`src/verilog/accelPkg.sv`:
```
package accelPkg;

	localparam int wordWidth  = 32;                     // axi data and adder width
	localparam int numWords   = 4;                      // words per accumulator
	localparam int accWidth   = numWords * wordWidth;   // running sum width
	localparam int idxWidth   = $clog2(numWords);       // word index bits
	localparam int adderSpeed = 2;                      // 0 serial, 1 brent-kung, 2 sklansky
	localparam int addrWidth  = 8;

	localparam logic [1:0] respOkay = 2'b00;

	// register map, byte addresses
	localparam logic [addrWidth-1:0] regCtrl     = 8'h00; // start and clear bits
	localparam logic [addrWidth-1:0] regStatus   = 8'h04; // busy and overflow
	localparam logic [addrWidth-1:0] regOperand0 = 8'h10; // four words, lsw first
	localparam logic [addrWidth-1:0] regOperand1 = 8'h20;
	localparam logic [addrWidth-1:0] regSum0     = 8'h30; // read only
	localparam logic [addrWidth-1:0] regSum1     = 8'h40; // read only

endpackage

```
`src/verilog/accelTop.sv`:
```
`timescale 1ns/10ps

module accelTop import accelPkg::*; (
	input  logic                 clk,
	input  logic                 reset,
	input  logic                 awvalid,
	output logic                 awready,
	input  logic [addrWidth-1:0] awaddr,
	input  logic                 wvalid,
	output logic                 wready,
	input  logic [wordWidth-1:0] wdata,
	output logic                 bvalid,
	input  logic                 bready,
	output logic [1:0]           bresp,
	input  logic                 arvalid,
	output logic                 arready,
	input  logic [addrWidth-1:0] araddr,
	output logic                 rvalid,
	input  logic                 rready,
	output logic [wordWidth-1:0] rdata,
	output logic [1:0]           rresp
);

	// register block to channels
	logic                start0, start1;
	logic                clear0, clear1;
	logic [accWidth-1:0] operand0, operand1;
	logic                busy0, busy1;
	logic                overflow0, overflow1;
	logic [accWidth-1:0] accum0, accum1;

	// channels to arbiter
	logic                 req0, req1;
	logic [wordWidth-1:0] reqA0, reqA1;
	logic [wordWidth-1:0] reqB0, reqB1;
	logic                 reqCi0, reqCi1;
	logic                 grant0, grant1;
	logic [wordWidth-1:0] sum; // shared adder result
	logic                 co;

	axiLiteRegs regs (
		.clk(clk), .reset(reset),
		.awvalid(awvalid), .awready(awready), .awaddr(awaddr),
		.wvalid(wvalid), .wready(wready), .wdata(wdata),
		.bvalid(bvalid), .bready(bready), .bresp(bresp),
		.arvalid(arvalid), .arready(arready), .araddr(araddr),
		.rvalid(rvalid), .rready(rready), .rdata(rdata), .rresp(rresp),
		.start0(start0), .start1(start1), .clear0(clear0), .clear1(clear1),
		.operand0(operand0), .operand1(operand1),
		.busy0(busy0), .busy1(busy1),
		.overflow0(overflow0), .overflow1(overflow1),
		.accum0(accum0), .accum1(accum1)
	);

	wordAccumulator chan0 (
		.clk(clk), .reset(reset), .start(start0), .clear(clear0),
		.operand(operand0), .grant(grant0), .sum(sum), .co(co),
		.req(req0), .reqA(reqA0), .reqB(reqB0), .reqCi(reqCi0),
		.busy(busy0), .overflow(overflow0), .accum(accum0)
	);

	wordAccumulator chan1 (
		.clk(clk), .reset(reset), .start(start1), .clear(clear1),
		.operand(operand1), .grant(grant1), .sum(sum), .co(co),
		.req(req1), .reqA(reqA1), .reqB(reqB1), .reqCi(reqCi1),
		.busy(busy1), .overflow(overflow1), .accum(accum1)
	);

	adderArbiter arbiter (
		.clk(clk), .reset(reset),
		.req0(req0), .req1(req1),
		.a0(reqA0), .b0(reqB0), .ci0(reqCi0),
		.a1(reqA1), .b1(reqB1), .ci1(reqCi1),
		.grant0(grant0), .grant1(grant1),
		.sum(sum), .co(co)
	);

endmodule

```
`src/verilog/addC.sv`:
```
`timescale 1ns/10ps

module addC #(
	parameter int width = 8, // operand width
	parameter int speed = 0  // prefix structure select
) (
	input  logic [width-1:0] A,
	input  logic [width-1:0] B,
	input  logic             CI, // carry in
	output logic [width-1:0] S,  // A+B+CI
	output logic             CO  // carry out of top bit
);

	logic [width-1:0] genIn;   // per bit generate
	logic [width-1:0] propIn;  // per bit propagate
	logic [width-1:0] genOut;  // carry out of each bit position
	logic [width-1:0] halfSum; // A xor B

	assign halfSum = A ^ B;

	// bit 0 absorbs the carry in, so its generate is a majority
	assign genIn[0]  = (A[0] & B[0]) | (A[0] & CI) | (B[0] & CI);
	assign propIn[0] = 1'b0; // nothing ripples past bit 0 from below

	for (genvar i = 1; i < width; i++) begin : preprocess
		assign genIn[i]  = A[i] & B[i];
		assign propIn[i] = A[i] | B[i];
	end

	prefixAndOr #(
		.width(width),
		.speed(speed)
	) prefix (
		.GI(genIn),
		.PI(propIn),
		.GO(genOut),
		.PO()      // group propagate unused once ci sits in bit 0
	);

	assign S  = halfSum ^ {genOut[width-2:0], CI}; // carry into bit i is carry out of i-1
	assign CO = genOut[width-1];

endmodule

```
`src/verilog/adderArbiter.sv`:
```
`timescale 1ns/10ps

module adderArbiter import accelPkg::*; (
	input  logic                 clk,
	input  logic                 reset,
	input  logic                 req0,   // channel 0 wants the adder
	input  logic                 req1,
	input  logic [wordWidth-1:0] a0,     // channel 0 sum word
	input  logic [wordWidth-1:0] b0,     // channel 0 operand word
	input  logic                 ci0,
	input  logic [wordWidth-1:0] a1,
	input  logic [wordWidth-1:0] b1,
	input  logic                 ci1,
	output logic                 grant0,
	output logic                 grant1,
	output logic [wordWidth-1:0] sum,    // seen by both channels
	output logic                 co
);

	logic                 lastGrant; // set when channel 1 won last
	logic [wordWidth-1:0] opA;
	logic [wordWidth-1:0] opB;
	logic                 opCi;

	// lone requester always wins, on a tie the other channel from last time
	assign grant0 = req0 && (!req1 || lastGrant);
	assign grant1 = req1 && (!req0 || !lastGrant);

	always_ff @(posedge clk) begin
		if (reset) begin
			lastGrant <= 1'b1; // channel 0 first after reset
		end else if (grant0 || grant1) begin
			lastGrant <= grant1;
		end
	end

	// steer the winner into the one adder
	assign opA  = grant1 ? a1 : a0;
	assign opB  = grant1 ? b1 : b0;
	assign opCi = grant1 ? ci1 : ci0;

	addC #(
		.width(wordWidth),
		.speed(adderSpeed)
	) adder (
		.A(opA),
		.B(opB),
		.CI(opCi),
		.S(sum),
		.CO(co)
	);

endmodule

```
`src/verilog/axiLiteRegs.sv`:
```
`timescale 1ns/10ps

module axiLiteRegs import accelPkg::*; (
	input  logic                 clk,
	input  logic                 reset,
	input  logic                 awvalid,
	output logic                 awready,
	input  logic [addrWidth-1:0] awaddr,
	input  logic                 wvalid,
	output logic                 wready,
	input  logic [wordWidth-1:0] wdata,
	output logic                 bvalid,
	input  logic                 bready,
	output logic [1:0]           bresp,
	input  logic                 arvalid,
	output logic                 arready,
	input  logic [addrWidth-1:0] araddr,
	output logic                 rvalid,
	input  logic                 rready,
	output logic [wordWidth-1:0] rdata,
	output logic [1:0]           rresp,
	output logic                 start0,
	output logic                 start1,
	output logic                 clear0,
	output logic                 clear1,
	output logic [accWidth-1:0]  operand0,
	output logic [accWidth-1:0]  operand1,
	input  logic                 busy0,
	input  logic                 busy1,
	input  logic                 overflow0,
	input  logic                 overflow1,
	input  logic [accWidth-1:0]  accum0,
	input  logic [accWidth-1:0]  accum1
);

	logic                          wrReady; // aw and w accepted together
	logic                          wrFire;
	logic                          rdFire;
	logic                          ctrlHit; // write lands on regCtrl
	logic [addrWidth-idxWidth-3:0] wrBlock; // 16 byte block number
	logic [addrWidth-idxWidth-3:0] rdBlock;
	logic [idxWidth-1:0]           wrIdx;   // word within block
	logic [idxWidth-1:0]           rdIdx;
	logic [wordWidth-1:0]          rdWord;  // read mux out

	assign awready = wrReady;
	assign wready  = wrReady;
	assign wrFire  = wrReady && awvalid && wvalid;
	assign rdFire  = arready && arvalid;
	assign bresp   = respOkay; // never an error
	assign rresp   = respOkay;

	assign wrBlock = awaddr[addrWidth-1:idxWidth+2];
	assign rdBlock = araddr[addrWidth-1:idxWidth+2];
	assign wrIdx   = awaddr[idxWidth+1:2];
	assign rdIdx   = araddr[idxWidth+1:2];
	assign ctrlHit = wrFire && (awaddr[addrWidth-1:2] == regCtrl[addrWidth-1:2]);

	// write side, one transaction in flight
	always_ff @(posedge clk) begin
		if (reset) begin
			wrReady <= 1'b0;
			bvalid  <= 1'b0;
			start0  <= 1'b0;
			start1  <= 1'b0;
			clear0  <= 1'b0;
			clear1  <= 1'b0;
		end else begin
			wrReady <= awvalid && wvalid && !wrReady && !bvalid;
			if (wrFire) begin
				bvalid <= 1'b1;
			end else if (bready) begin
				bvalid <= 1'b0; // held while bready is low
			end
			start0 <= ctrlHit && wdata[0]; // pulses one cycle after accept
			start1 <= ctrlHit && wdata[1];
			clear0 <= ctrlHit && wdata[2];
			clear1 <= ctrlHit && wdata[3];
		end
	end

	// operand words
	always_ff @(posedge clk) begin
		if (wrFire && wrBlock == regOperand0[addrWidth-1:idxWidth+2]) begin
			operand0[wrIdx*wordWidth +: wordWidth] <= wdata;
		end
		if (wrFire && wrBlock == regOperand1[addrWidth-1:idxWidth+2]) begin
			operand1[wrIdx*wordWidth +: wordWidth] <= wdata;
		end
	end

	always_comb begin
		case (rdBlock)
			regOperand0[addrWidth-1:idxWidth+2]: rdWord = operand0[rdIdx*wordWidth +: wordWidth];
			regOperand1[addrWidth-1:idxWidth+2]: rdWord = operand1[rdIdx*wordWidth +: wordWidth];
			regSum0[addrWidth-1:idxWidth+2]:     rdWord = accum0[rdIdx*wordWidth +: wordWidth];
			regSum1[addrWidth-1:idxWidth+2]:     rdWord = accum1[rdIdx*wordWidth +: wordWidth];
			default:                             rdWord = '0; // unmapped, ctrl too
		endcase
		if (araddr[addrWidth-1:2] == regStatus[addrWidth-1:2]) begin
			rdWord = wordWidth'({overflow1, overflow0, busy1, busy0});
		end
	end

	// read side
	always_ff @(posedge clk) begin
		if (reset) begin
			arready <= 1'b0;
			rvalid  <= 1'b0;
		end else begin
			arready <= arvalid && !arready && !rvalid;
			if (rdFire) begin
				rvalid <= 1'b1;
			end else if (rready) begin
				rvalid <= 1'b0;
			end
		end
	end

	always_ff @(posedge clk) begin
		if (rdFire) rdata <= rdWord; // frozen until rready
	end

endmodule

```
`src/verilog/prefixAndOr.sv`:
```
`timescale 1ns/10ps

module prefixAndOr #(
	parameter int width = 8, // bits in the network
	parameter int speed = 0  // 0 serial, 1 brent-kung, 2 sklansky
) (
	input  logic [width-1:0] GI, // bit generate
	input  logic [width-1:0] PI, // bit propagate
	output logic [width-1:0] GO, // group generate from bit 0 up
	output logic [width-1:0] PO  // group propagate from bit 0 up
);

	localparam int n = width;
	localparam int m = $clog2(width); // tree depth

	// combine node is (g,p) o (g',p') = (g | p&g', p&p'), primed side lower

	if (speed == 2) begin : fastPrefix
		// sklansky, m levels, high fanout
		logic [n-1:0] gT [0:m]; // one row per level
		logic [n-1:0] pT [0:m];

		assign gT[0] = GI;
		assign pT[0] = PI;

		for (genvar l = 1; l <= m; l++) begin : levels
			for (genvar j = 0; j < n; j++) begin : bits
				// upper half of each 2**l group takes the top bit of its lower half
				if (j % 2**l >= 2**(l-1)) begin : black
					localparam int src = (j / 2**l) * 2**l + 2**(l-1) - 1;
					assign gT[l][j] = gT[l-1][j] | (pT[l-1][j] & gT[l-1][src]);
					assign pT[l][j] = pT[l-1][j] & pT[l-1][src];
				end else begin : white
					assign gT[l][j] = gT[l-1][j];
					assign pT[l][j] = pT[l-1][j];
				end
			end
		end

		assign GO = gT[m];
		assign PO = pT[m];
	end else if (speed == 1) begin : mediumPrefix
		// brent-kung, up-sweep of m rows then down-sweep of m-1 rows
		logic [n-1:0] gT [0:2*m-1];
		logic [n-1:0] pT [0:2*m-1];

		assign gT[0] = GI;
		assign pT[0] = PI;

		for (genvar l = 1; l <= m; l++) begin : upLevels
			for (genvar j = 0; j < n; j++) begin : bits
				if (j % 2**l == 2**l - 1) begin : black // group tops only
					localparam int src = j - 2**(l-1);
					assign gT[l][j] = gT[l-1][j] | (pT[l-1][j] & gT[l-1][src]);
					assign pT[l][j] = pT[l-1][j] & pT[l-1][src];
				end else begin : white
					assign gT[l][j] = gT[l-1][j];
					assign pT[l][j] = pT[l-1][j];
				end
			end
		end

		for (genvar d = 1; d < m; d++) begin : downLevels
			localparam int s = 2**(m-d); // span shrinks each row
			for (genvar j = 0; j < n; j++) begin : bits
				// mid points pick up the finished prefix just below their group
				if (j >= s && j % s == s/2 - 1) begin : black
					localparam int src = j - s/2;
					assign gT[m+d][j] = gT[m+d-1][j] | (pT[m+d-1][j] & gT[m+d-1][src]);
					assign pT[m+d][j] = pT[m+d-1][j] & pT[m+d-1][src];
				end else begin : white
					assign gT[m+d][j] = gT[m+d-1][j];
					assign pT[m+d][j] = pT[m+d-1][j];
				end
			end
		end

		assign GO = gT[2*m-1];
		assign PO = pT[2*m-1];
	end else begin : slowPrefix
		// ripple chain, n-1 nodes deep
		assign GO[0] = GI[0];
		assign PO[0] = PI[0];
		for (genvar i = 1; i < n; i++) begin : bits
			assign GO[i] = GI[i] | (PI[i] & GO[i-1]);
			assign PO[i] = PI[i] & PO[i-1];
		end
	end

endmodule

```
`src/verilog/wordAccumulator.sv`:
```
`timescale 1ns/10ps

module wordAccumulator import accelPkg::*; (
	input  logic                 clk,
	input  logic                 reset,
	input  logic                 start,    // one cycle pulse
	input  logic                 clear,    // one cycle pulse
	input  logic [accWidth-1:0]  operand,
	input  logic                 grant,    // adder is ours this cycle
	input  logic [wordWidth-1:0] sum,
	input  logic                 co,
	output logic                 req,
	output logic [wordWidth-1:0] reqA,
	output logic [wordWidth-1:0] reqB,
	output logic                 reqCi,
	output logic                 busy,
	output logic                 overflow, // sticky top carry
	output logic [accWidth-1:0]  accum
);

	logic [accWidth-1:0] opReg;   // operand copy held for the whole run
	logic [idxWidth-1:0] wordIdx; // word now in the adder
	logic                carry;   // carry between words
	logic                lastWord;

	assign lastWord = (wordIdx == idxWidth'(numWords - 1));

	// request holds steady until granted since state only moves on grant
	assign req   = busy;
	assign reqA  = accum[wordIdx*wordWidth +: wordWidth];
	assign reqB  = opReg[wordIdx*wordWidth +: wordWidth];
	assign reqCi = carry;

	always_ff @(posedge clk) begin
		if (start && !busy) opReg <= operand;
	end

	always_ff @(posedge clk) begin
		if (reset) begin
			busy     <= 1'b0;
			wordIdx  <= '0;
			carry    <= 1'b0;
			overflow <= 1'b0;
			accum    <= '0;
		end else if (busy) begin
			// start and clear are ignored mid run
			if (grant) begin
				accum[wordIdx*wordWidth +: wordWidth] <= sum;
				carry   <= co;
				wordIdx <= wordIdx + 1'b1;
				if (lastWord) begin
					busy     <= 1'b0;
					overflow <= overflow | co; // carry out of bit 127
				end
			end
		end else begin
			if (clear) begin
				accum    <= '0;
				overflow <= 1'b0;
			end
			if (start) begin
				busy    <= 1'b1;
				carry   <= 1'b0;
				wordIdx <= '0; // lowest word first
			end
		end
	end

endmodule
```
`config.mk`:
```
export PLATFORM = sky130hd
export DESIGN_NAME = accelTop
export DESIGN_NICKNAME = d
export VERILOG_FILES = /design/src/verilog/accelPkg.sv /design/src/verilog/accelTop.sv /design/src/verilog/addC.sv /design/src/verilog/adderArbiter.sv /design/src/verilog/axiLiteRegs.sv /design/src/verilog/prefixAndOr.sv /design/src/verilog/wordAccumulator.sv
export SDC_FILE = /design/constraint.sdc
export NUM_CORES = 1
export LEC_CHECK = 0
export CAP_MARGIN = 5
export CORE_AREA = 2 2 358 360
export CTS_CLUSTER_SIZE = 20
export DETAILED_ROUTE_END_ITERATION = 8
export DIE_AREA = 0 0 360 362
export DONT_BUFFER_PORTS = 1
export PLACE_DENSITY = 0.46
export SLEW_MARGIN = 20
export SYNTH_ARGS = -nofsm -noshare
export SYNTH_HDL_FRONTEND = slang
export SYNTH_SLANG_ARGS = --single-unit
```
`constraint.sdc`:
```
create_clock -name clk -period 6.9 [get_ports clk]
set_clock_uncertainty 0.05 [all_clocks]
set_input_delay 0.69 -clock clk [delete_from_list [all_inputs] [get_ports clk]]
set_output_delay 0.69 -clock clk [all_outputs]
set_load 0.03 [all_outputs]
```
==> results of run 1 <==
worst max-delay path: stages (launching register included):
cell,delay (ns)
dfxtp_1,0.49
nand2_1,0.17
nand2_4,0.56
buf_4,0.55
buf_4,0.42
mux2i_1,0.47
ha_1,0.30
inv_1,0.07
a21oi_2,0.23
o31ai_2,0.15
a21oi_1,0.52
nor2_1,0.17
or4_1,0.62
a32oi_1,0.27
nor2_1,0.05
cell type report:
cell class | count | area [um^2]
fillers | 12500 | 84000
flip-flops and latches | 819 | 21900
multi-input cells | 1853 | 14600
clock buffers | 120 | 2620
well taps | 1662 | 2080
clock inverters | 58 | 649
inverters | 117 | 449
repair buffers | 52 | 428
diodes | 1 | 2.50
flip-flops by register name, indices dropped and copies added (netlist names), 2 cells and up:
name and cells:
chan1.wordIdx 2, regs.rdata 32, chan0.wordIdx 2, regs.operand1 128
chan0.accum 128, chan1.accum 128, chan0.opReg 128, chan1.opReg 128
regs.operand0 128
kinds of logic after synthesis:
| logic type | after synthesis |
|---|---|
| other cells | 1 |
| xor+xnor | 16 |
| buf+inv | 345 |
| flops | 819 |
| simple gates | 894 |
| fa+ha+maj | 81 |
| mux | 239 |
| compound gates | 619 |
Yosys cell counts (all sizes together) (24+ instances only):
master,number,area (um^2)
edfxtp,544,16300
nor2,281,1060
dfxtp,275,5510
nand2,199,749
clkbuf,161,611
mux4,158,3560
and2,145,907
a21oi,138,721
a22oi,133,998
inv,117,439
mux2i,80,801
nand3,78,403
ha,75,938
buf,67,318
o21ai,59,295
nand3b,49,368
a221oi,48,427
a31oi,47,309
a221o,41,410
o22ai,36,225
or3,28,175
nor3,27,140
nand2b,26,163
o211ai,24,180
power breakdown:
part / internal, uW / switching [uW]
clock: 3200 / 2130
sequential: 5200 / 15.8
combinational: 92.0 / 156
total: 8490 / 2300
per-stage QoR:
stage,area (um^2),util
6_report,42700,0.337
5_1_grt,42700,0.337
4_1_cts,42700,0.337
3_5_place_dp,39400,0.311
3_3_place_gp,39400,0.311
2_1_floorplan,37600,-
layer usage:
| metal | up-vias | part of all wire | GRT usage |
|---|---|---|---|
| met5 | - | 0 | 0 |
| met4 | 0 | 0.023 | 0.0489 |
| met3 | 168 | 0.060 | 0.0320 |
| met2 | 804 | 0.47 | 0.314 |
| met1 | 12900 | 0.44 | 0.258 |
| li1 | 11300 | - | - |
path summary, 6_finish.rpt:
| path | startpoint | to | slack [ns] | cells after the start |
|---|---|---|---|---|
| hold reg to reg | regs.operand0[45] | chan0.opReg[45] | 0.39 | 0 |
| setup reg to reg | chan0.busy | chan1.accum[27] | 1.65 | 14 |
| hold / removal | awvalid | regs.awready | 0.09 | 2 |
| setup / recovery | chan0.busy | chan1.accum[27] | 1.65 | 14 |
==> key figures, run 1 <==
Clock network
  • Clk pin slew, worst setup/hold paths: 0.06 ns
  • CTS buffer count: 95
  • Max Buffers Root-to-Sink: 3
  • Cts hold-fix bufs: 0
  • Post-cts sizing count: 0
  • H-Tree Depth: 3
  • Clk Latency, worst-skew pair: 0.68 ns
  • CTS tree: built
  • Post-CTS setup buffer count: 0
  • # clock sinks: 819
  • CTS root buffer: clkbuf_16

Job
  • MaxCap Viol Count: 0

Floorplanning
  • Core area: 0.127 mm^2
  • Initial core utilization: 0.297
  • Die area: 0.130 mm^2
  • DIE HEIGHT: 362 um
  • Cell row count: 131
  • I/O Pins: 96
  • Die W: 360 um

Placed design
  • I/O Buffers: 0
  • Gpl congestion: 0.802
  • Pre-CTS setup slack: 1.69 ns
  • HPWL after detailed placement: 72600 um
  • Placed Cells: 4503

Synth
  • Post-Syn Area per Cell: 12.5 um^2
  • Main combinational cell family by area after synthesis: compound AO/OA/AOI/OAI gates
  • Main synth FF type: edfxtp_1
  • Synth Instances: 3014
  • Post-synthesis cell area: 0.0376 mm^2
  • Mux contribution to synthesized area: 0.116
  • Async set or reset register ratio after synthesis: 0
  • Register area share after synthesis: 0.580
  • Seq cells post-synth: 819
  • Post-Synth Simple-Gate Area: 0.117
  • YS warnings: 0
  • Unique cell type count in the Yosys netlist: 78
  • Synth Area in Adders: 0.0281
  • EDFF count, synth: 544
  • XOR/XNOR Fraction of Synth Area: 0.00462
  • Post-synthesis compound-gate area fraction: 0.117

Timing
  • Crit path setup slack, layout: 1.65 ns
  • Slew margin rel.: 0.243
  • Setup-failing EPs final: 0
  • Fmax achieved: 0.190 GHz
  • Fin Setup TNS: 0 ns
  • Final Cycle Share: 0.761
  • Final Critical Period: 5.25 ns
  • Hold Fails Final Rpt: 0
  • Hold WS: 0.0923 ns
  • Unrepaired setup endpoints after global routing: no
  • Slew @ Worst Pin: 1.14 ns
  • Max Transition Viols Final: 0

Power and ir drop
  • Leak Pwr: 0.0140 uW
  • Total power: 10800 uW
  • Pwr dens: 253 mW/mm^2
  • Peak supply drop: 0.153 mV

Run status
  • Status: complete, no violations

Global route
  • GRT overflow: 0
  • Pin count of the biggest net entering global routing: 292
  • Vias in the first global route: 25.5k
  • First-pass GRT wire length: 182000 um
  • Antenna violations before repair: 5
  • Tot GR Track Use: 0.190

Drt
  • Final wirelength: 125000 um
  • Drt pass-1 iters: 5
  • Final routed DRC violation total: 0
  • Antenna Nets Post-Route: 0
  • Routed vias/inst: 5.38
  • Wirelength per Cell: 26.7 um
  • Vias: 25.2k
  • Iter 0 DRT Violations: 2440

Cells and area
  • Post-route insts no fill: 4682
  • Layout overhead on the synthesized area: 13.5%
  • # nets final: 3074
  • Layout cell share with drive strength beyond 1: 0.141
  • Most frequent cells in the layout: edfxtp_1 (544), nor2_1 (279), dfxtp_1 (271)
  • Commonest non-fill, non-tap cell in the layout: edfxtp_1

Critical path
  • Worst EP arrival: 5.75 ns
  • Startpoint types: flop
  • CP required: 7.40 ns
  • Critical Path Sink Type: flop
  • Crit path max fanout: 27
  • Setup CP Type: flop to flop

Worst hold path
  • Hold crit path type: input port to flop
Note: power is estimated with default switching activity, not from simulation.
==> run 2, diff against run 1 <==
Clock period 6.9 ns to 5.2 ns, I/O delays scaled along.
==> key figures, run 2 (synthesized netlist as in run 1, its figures left out) <==
Placed design
  • I/O Buffers: 0
  • Gpl congestion: 0.785
  • Placed Cells: 4529
  • Area post-placement: 0.0397 mm^2
  • HPWL after detailed placement: 75200 um

Cells and area
  • Design area: 0.0432 mm^2
  • # nets final: 3140
  • Commonest non-fill, non-tap cell in the layout: edfxtp_1
  • Post-route insts no fill: 4742
  • Layout cell share with drive strength beyond 1: 0.144
  • Number of fill cells: 12.5k
  • Most frequent cells in the layout: edfxtp_1 (544), nor2_1 (279), dfxtp_1 (271)
  • Layout overhead on the synthesized area: 14.7%
  • Antenna cells: 0

Clock network
  • CTS buffer count: 92
  • Max Buffers Root-to-Sink: 3
  • Clk Latency, worst-skew pair: 0.69 ns
  • # clock sinks: 819
  • CTS tree: built
  • Clk pin slew, worst setup/hold paths: 0.06 ns
  • Post-cts sizing count: 0
  • CTS root buffer: clkbuf_16
  • H-Tree Depth: 3

Timing
  • Slew margin rel.: 0.238
  • Slew @ Worst Pin: 1.14 ns
  • Hold Fails Final Rpt: 0
  • Setup-failing EPs final: 0
  • Fin Setup TNS: 0 ns
  • Fmax achieved: 0.222 GHz
  • Unrepaired setup endpoints after global routing: no
  • Final Cycle Share: 0.868
  • Final Critical Period: 4.51 ns
  • Max Transition Viols Final: 0

Critical path
  • R2R Setup Slk: 0.69 ns
  • Crit path max fanout: 20
  • CP required: 5.68 ns
  • Path depth of the worst reg2reg path: 13
  • Worst EP arrival: 4.99 ns
  • Setup CP Type: flop to flop
  • Crit path from: chan0.wordIdx[0]
  • Startpoint types: flop
  • Cell mode on critical path: mux2i_1
  • Critical Path Sink Type: flop
  • Cell Chain, Critical Path: buf_12, mux4_2, mux2i_1, inv_1, ha_1, nor2b_1, a211o_1, a221o_1, o31ai_2, a21o_1, buf_4, mux2i_1, a21oi_1
  • Max incr delay on CP: 0.65 ns
  • R2r endpoint: chan0.accum[31]
  • Crit path max-delay cell type: dfxtp_4
  • Launching point of the worst reg2reg path: chan0.wordIdx[0]

Worst hold path
  • Hold crit path type: input port to flop
  • Cell count of the worst hold path: 1
  • Hold Path End: regs.operand0[83]
  • Hold_sp: wdata[19]

Global route
  • Antenna violations before repair: 4
  • Pin count of the biggest net entering global routing: 182
  • Vias in the first global route: 25.8k
  • Tot GR Track Use: 0.193
  • First-pass GRT wire length: 185000 um
  • GRT overflow: 0

Run status
  • Status: complete, no violations

Power and ir drop
  • Leak Pwr: 0.0142 uW
  • Pwr dens: 322 mW/mm^2
  • Peak supply drop: 0.239 mV

Floorplanning
  • Core area: 0.127 mm^2
  • Die area: 0.130 mm^2
  • I/O Pins: 96
  • DIE HEIGHT: 362 um
  • Die W: 360 um
  • Initial core utilization: 0.297
  • Cell row count: 131

Drt
  • Routed vias/inst: 5.42
  • Final wirelength: 128000 um
  • Iter 0 DRT Violations: 2528
  • Final routed DRC violation total: 0
  • Vias: 25.7k
  • Antenna Nets Post-Route: 0
  • Drt pass-1 iters: 5
  • Wirelength per Cell: 26.9 um

Job
  • MaxCap Viol Count: 0
## run 2: cell types whose count changed in the layout (fill, tap and decap cells not counted), moves of 5 or more
cell | previous run | this run
clkbuf_16 | 99 | 92
bufinv_16 | 14 | 9
clkbuf_1 | 13 | 19
buf_4 | 49 | 68
buf_12 | 3 | 10
dlygate4sd3_1 | 0 | 41
## run 2: worst max-delay path: cells and delay by family, from the launching register on
family          cells  cell delay [ns]
fa+ha+maj           1             0.26
mux                 3             1.17
flops               1             0.65
simple gates        1             0.15
compound gates      5             1.39
buf+inv             3             0.64
## run 2: power by group
group          leakage, uW  internal, uW  switching [uW]
registers          0.00662          6900            21.1
clock network      0.00145          3730            2820
logic              0.00611           148             257
## run 2: what timing repair did
item                                    in CTS  in global routing
setup buffers                                0                  0
endpoints found under the hold margin      388                  0
endpoints found under the setup margin       0                  0
hold buffers                                43                  0
## run 2: worst max-delay path by stage
stage	to	slack, ns	cells past startpoint
after floorplan	chan0.accum[17]	0.87	16
after global placement	chan0.accum[95]	0.76	13
after detailed placement	chan0.accum[31]	0.71	13
after CTS	chan0.accum[31]	0.66	13
after global routing	chan0.accum[95]	0.46	13
final	chan0.accum[31]	0.69	13
## run 2: metrics by stage
| stage | utilization | total power, uW | hold WS (ns) | setup slack [ns] |
|---|---|---|---|---|
| global route | 0.341 | 14300 | 0.00685 | 0.459 |
| CTS | 0.341 | 14000 | 0.000181 | 0.661 |
| detailed placement | 0.314 | 7390 | 0.381 | 0.707 |
| floorplan | - | 7330 | 0.371 | 0.872 |
| global placement | 0.313 | 7390 | 0.376 | 0.759 |
| finish | 0.341 | 13900 | 0.0331 | 0.687 |
## run 2: per-layer routing
metal,global-route usage,vias up,part of all wire
li1,-,11400,-
met1,0.267,13300,0.45
met2,0.316,810,0.47
met3,0.0299,169,0.053
met4,0.0489,0,0.024
met5,0,-,0
## run 2: final cells by class
cell class	count	area (um^2)	area share
Clock buffer	112	2390	0.0553
Clock inverter	58	593	0.0137
Inverter	117	449	0.0104
Multi-Input combinational cell	1853	14600	0.339
Sequential cell	819	21900	0.506
Tap cell	1662	2080	0.0482
Timing Repair Buffer	121	1180	0.0272
==> run 3, diff against run 2 <==
Settings changed: CTS_CLUSTER_SIZE 20 to 24, REMOVE_ABC_BUFFERS set to 1.
==> key figures, run 3 (synthesized netlist as in run 1, its figures left out) <==
Run status
  • Status: complete, no violations

Timing
  • Final Cycle Share: 0.900
  • Max Transition Viols Final: 0
  • Crit path setup slack, layout: 0.519 ns
  • Hold Fails Final Rpt: 0
  • Setup-failing EPs final: 0
  • Slew margin rel.: 0.0707
  • Slew @ Worst Pin: 1.39 ns
  • Final Critical Period: 4.68 ns
  • Unrepaired setup endpoints after global routing: no
  • Hold WS: 0.0349 ns
  • Fmax achieved: 0.214 GHz

Critical path
  • CP required: 5.64 ns
  • Worst EP arrival: 5.13 ns
  • Crit path max-delay cell type: dfxtp_4
  • Startpoint types: flop
  • Cell Chain, Critical Path: buf_12, buf_4, mux4_2, mux2i_1, inv_1, ha_1, a21oi_2, o31ai_2, a21oi_1, nor2_1, or4_1, a32oi_1, nor2_1
  • Critical Path Sink Type: flop
  • Cell mode on critical path: nor2_1
  • Worst Path Buf+Inv: 3
  • Setup CP Type: flop to flop
  • Top delay family on crit path: compound AO/OA/AOI/OAI gates
  • Max incr delay on CP: 0.61 ns
  • Crit path max fanout: 26

Drt
  • Wirelength per Cell: 26.7 um
  • WL met2: 58100 um
  • Vias: 25.5k
  • Routed vias/inst: 5.36
  • Drt pass-1 iters: 8
  • Met3 wire len: 8240 um
  • Antenna Nets Post-Route: 0
  • Final wirelength: 127000 um
  • Highest routed layer: met4
  • M1 wire length: 57700 um
  • Iter 0 DRT Violations: 2435
  • Final routed DRC violation total: 0

Clock network
  • CTS tree: built
  • Clk Latency, worst-skew pair: 0.67 ns
  • # clock sinks: 819
  • Clk pin slew, worst setup/hold paths: 0.06 ns
  • Post-cts sizing count: 0
  • Cts hold-fix bufs: 37
  • H-Tree Depth: 3
  • CTS root buffer: clkbuf_16
  • Post-CTS setup buffer count: 0
  • CTS buffer count: 95
  • Max Buffers Root-to-Sink: 3

Power and ir drop
  • Leak Pwr: 0.0144 uW
  • Sequential group share of total power: 0.487
  • NetSw: 3060 uW
  • Comb power frac: 0.026
  • Total power: 14200 uW
  • Clock power share: 0.487
  • P_int: 11200 uW
  • Pwr dens: 327 mW/mm^2
  • Peak supply drop: 0.216 mV
  • Net Sw Frac: 0.215

Floorplanning
  • DIE HEIGHT: 362 um
  • Initial core utilization: 0.297
  • I/O Pins: 96
  • Die area: 0.130 mm^2
  • Die W: 360 um
  • Cell row count: 131
  • Core area: 0.127 mm^2

Placed design
  • Gpl congestion: 0.789
  • I/O Buffers: 0
  • Pre-CTS setup slack: 0.586 ns
  • HPWL after detailed placement: 74900 um
  • Area post-placement: 0.0398 mm^2

Global route
  • Pin count of the biggest net entering global routing: 233
  • Antenna violations before repair: 5
  • GRT overflow: 0
  • First-pass GRT wire length: 183000 um
  • Vias in the first global route: 25.6k
  • Tot GR Track Use: 0.192

Cells and area
  • Most frequent cells in the layout: edfxtp_1 (544), nor2_1 (279), dfxtp_1 (271)
  • Layout overhead on the synthesized area: 15.5%
  • # nets final: 3148
  • Sequential Area: 0.0219 mm^2
  • Design area: 0.0434 mm^2
  • Post-Route Utilization: 0.343
  • Number of fill cells: 12.3k
  • Multi-input logic area: 0.0146 mm^2
  • Commonest non-fill, non-tap cell in the layout: edfxtp_1
  • Layout cell share with drive strength beyond 1: 0.148

Worst hold path
  • Hold crit path type: input port to flop

Job
  • MaxCap Viol Count: 0
run 3: changes by cell type in the layout (fill, tap and decap cells not counted), sizes merged:
cell,previous run,this run
clkbuf,112,124
buf,80,90
dlygate4sd3,41,36
clkinvlp,5,2
diode,0,3
clkinv,41,42
inv,120,119
run 3: final timing paths:
path                startpoint                end  slack, ns  cells past startpoint
max reg2reg   chan0.wordIdx[0]   chan1.accum[123]       0.52                     13
min                   wdata[5]  regs.operand1[37]       0.03                      1
max           chan0.wordIdx[0]   chan1.accum[123]       0.52                     13
min reg2reg  regs.operand0[72]    chan0.opReg[72]       0.39                      0
run 3: power by group through the flow:
| stage | logic (uW) | registers, uW | clock network [uW] |
|---|---|---|---|
| floorplan | 209 | 7060 | 0 |
| detailed placement | 330 | 7060 | 0 |
| finish | 372 | 6920 | 6930 |
| global route | 404 | 6920 | 7300 |
| global placement | 329 | 7060 | 0 |
| CTS | 373 | 6920 | 7060 |
run 3: per-layer routing:
| metal | vias up | GRT usage |
|---|---|---|
| li1 | 11500 | - |
| met1 | 13000 | 0.273 |
| met2 | 866 | 0.303 |
| met3 | 174 | 0.0339 |
| met4 | 0 | 0.0477 |
| met5 | - | 0 |
run 3: area by class of cell:
type,instances,share of cell area
antenna,3,0.000173
clock buffer,124,0.0625
clock inverter,55,0.0117
inverter,117,0.0103
multi-input combinational,1853,0.336
sequential,819,0.503
tap,1662,0.0479
timing repair buffer,126,0.0282
run 3: per-stage QoR:
stage / TNS [ns] / std cells
2_1_floorplan: -433.58 / 2789
4_1_cts: 0 / 4755
3_3_place_gp: 0 / 4539
6_report: 0 / 4759
3_5_place_dp: 0 / 4539
5_1_grt: 0 / 4758
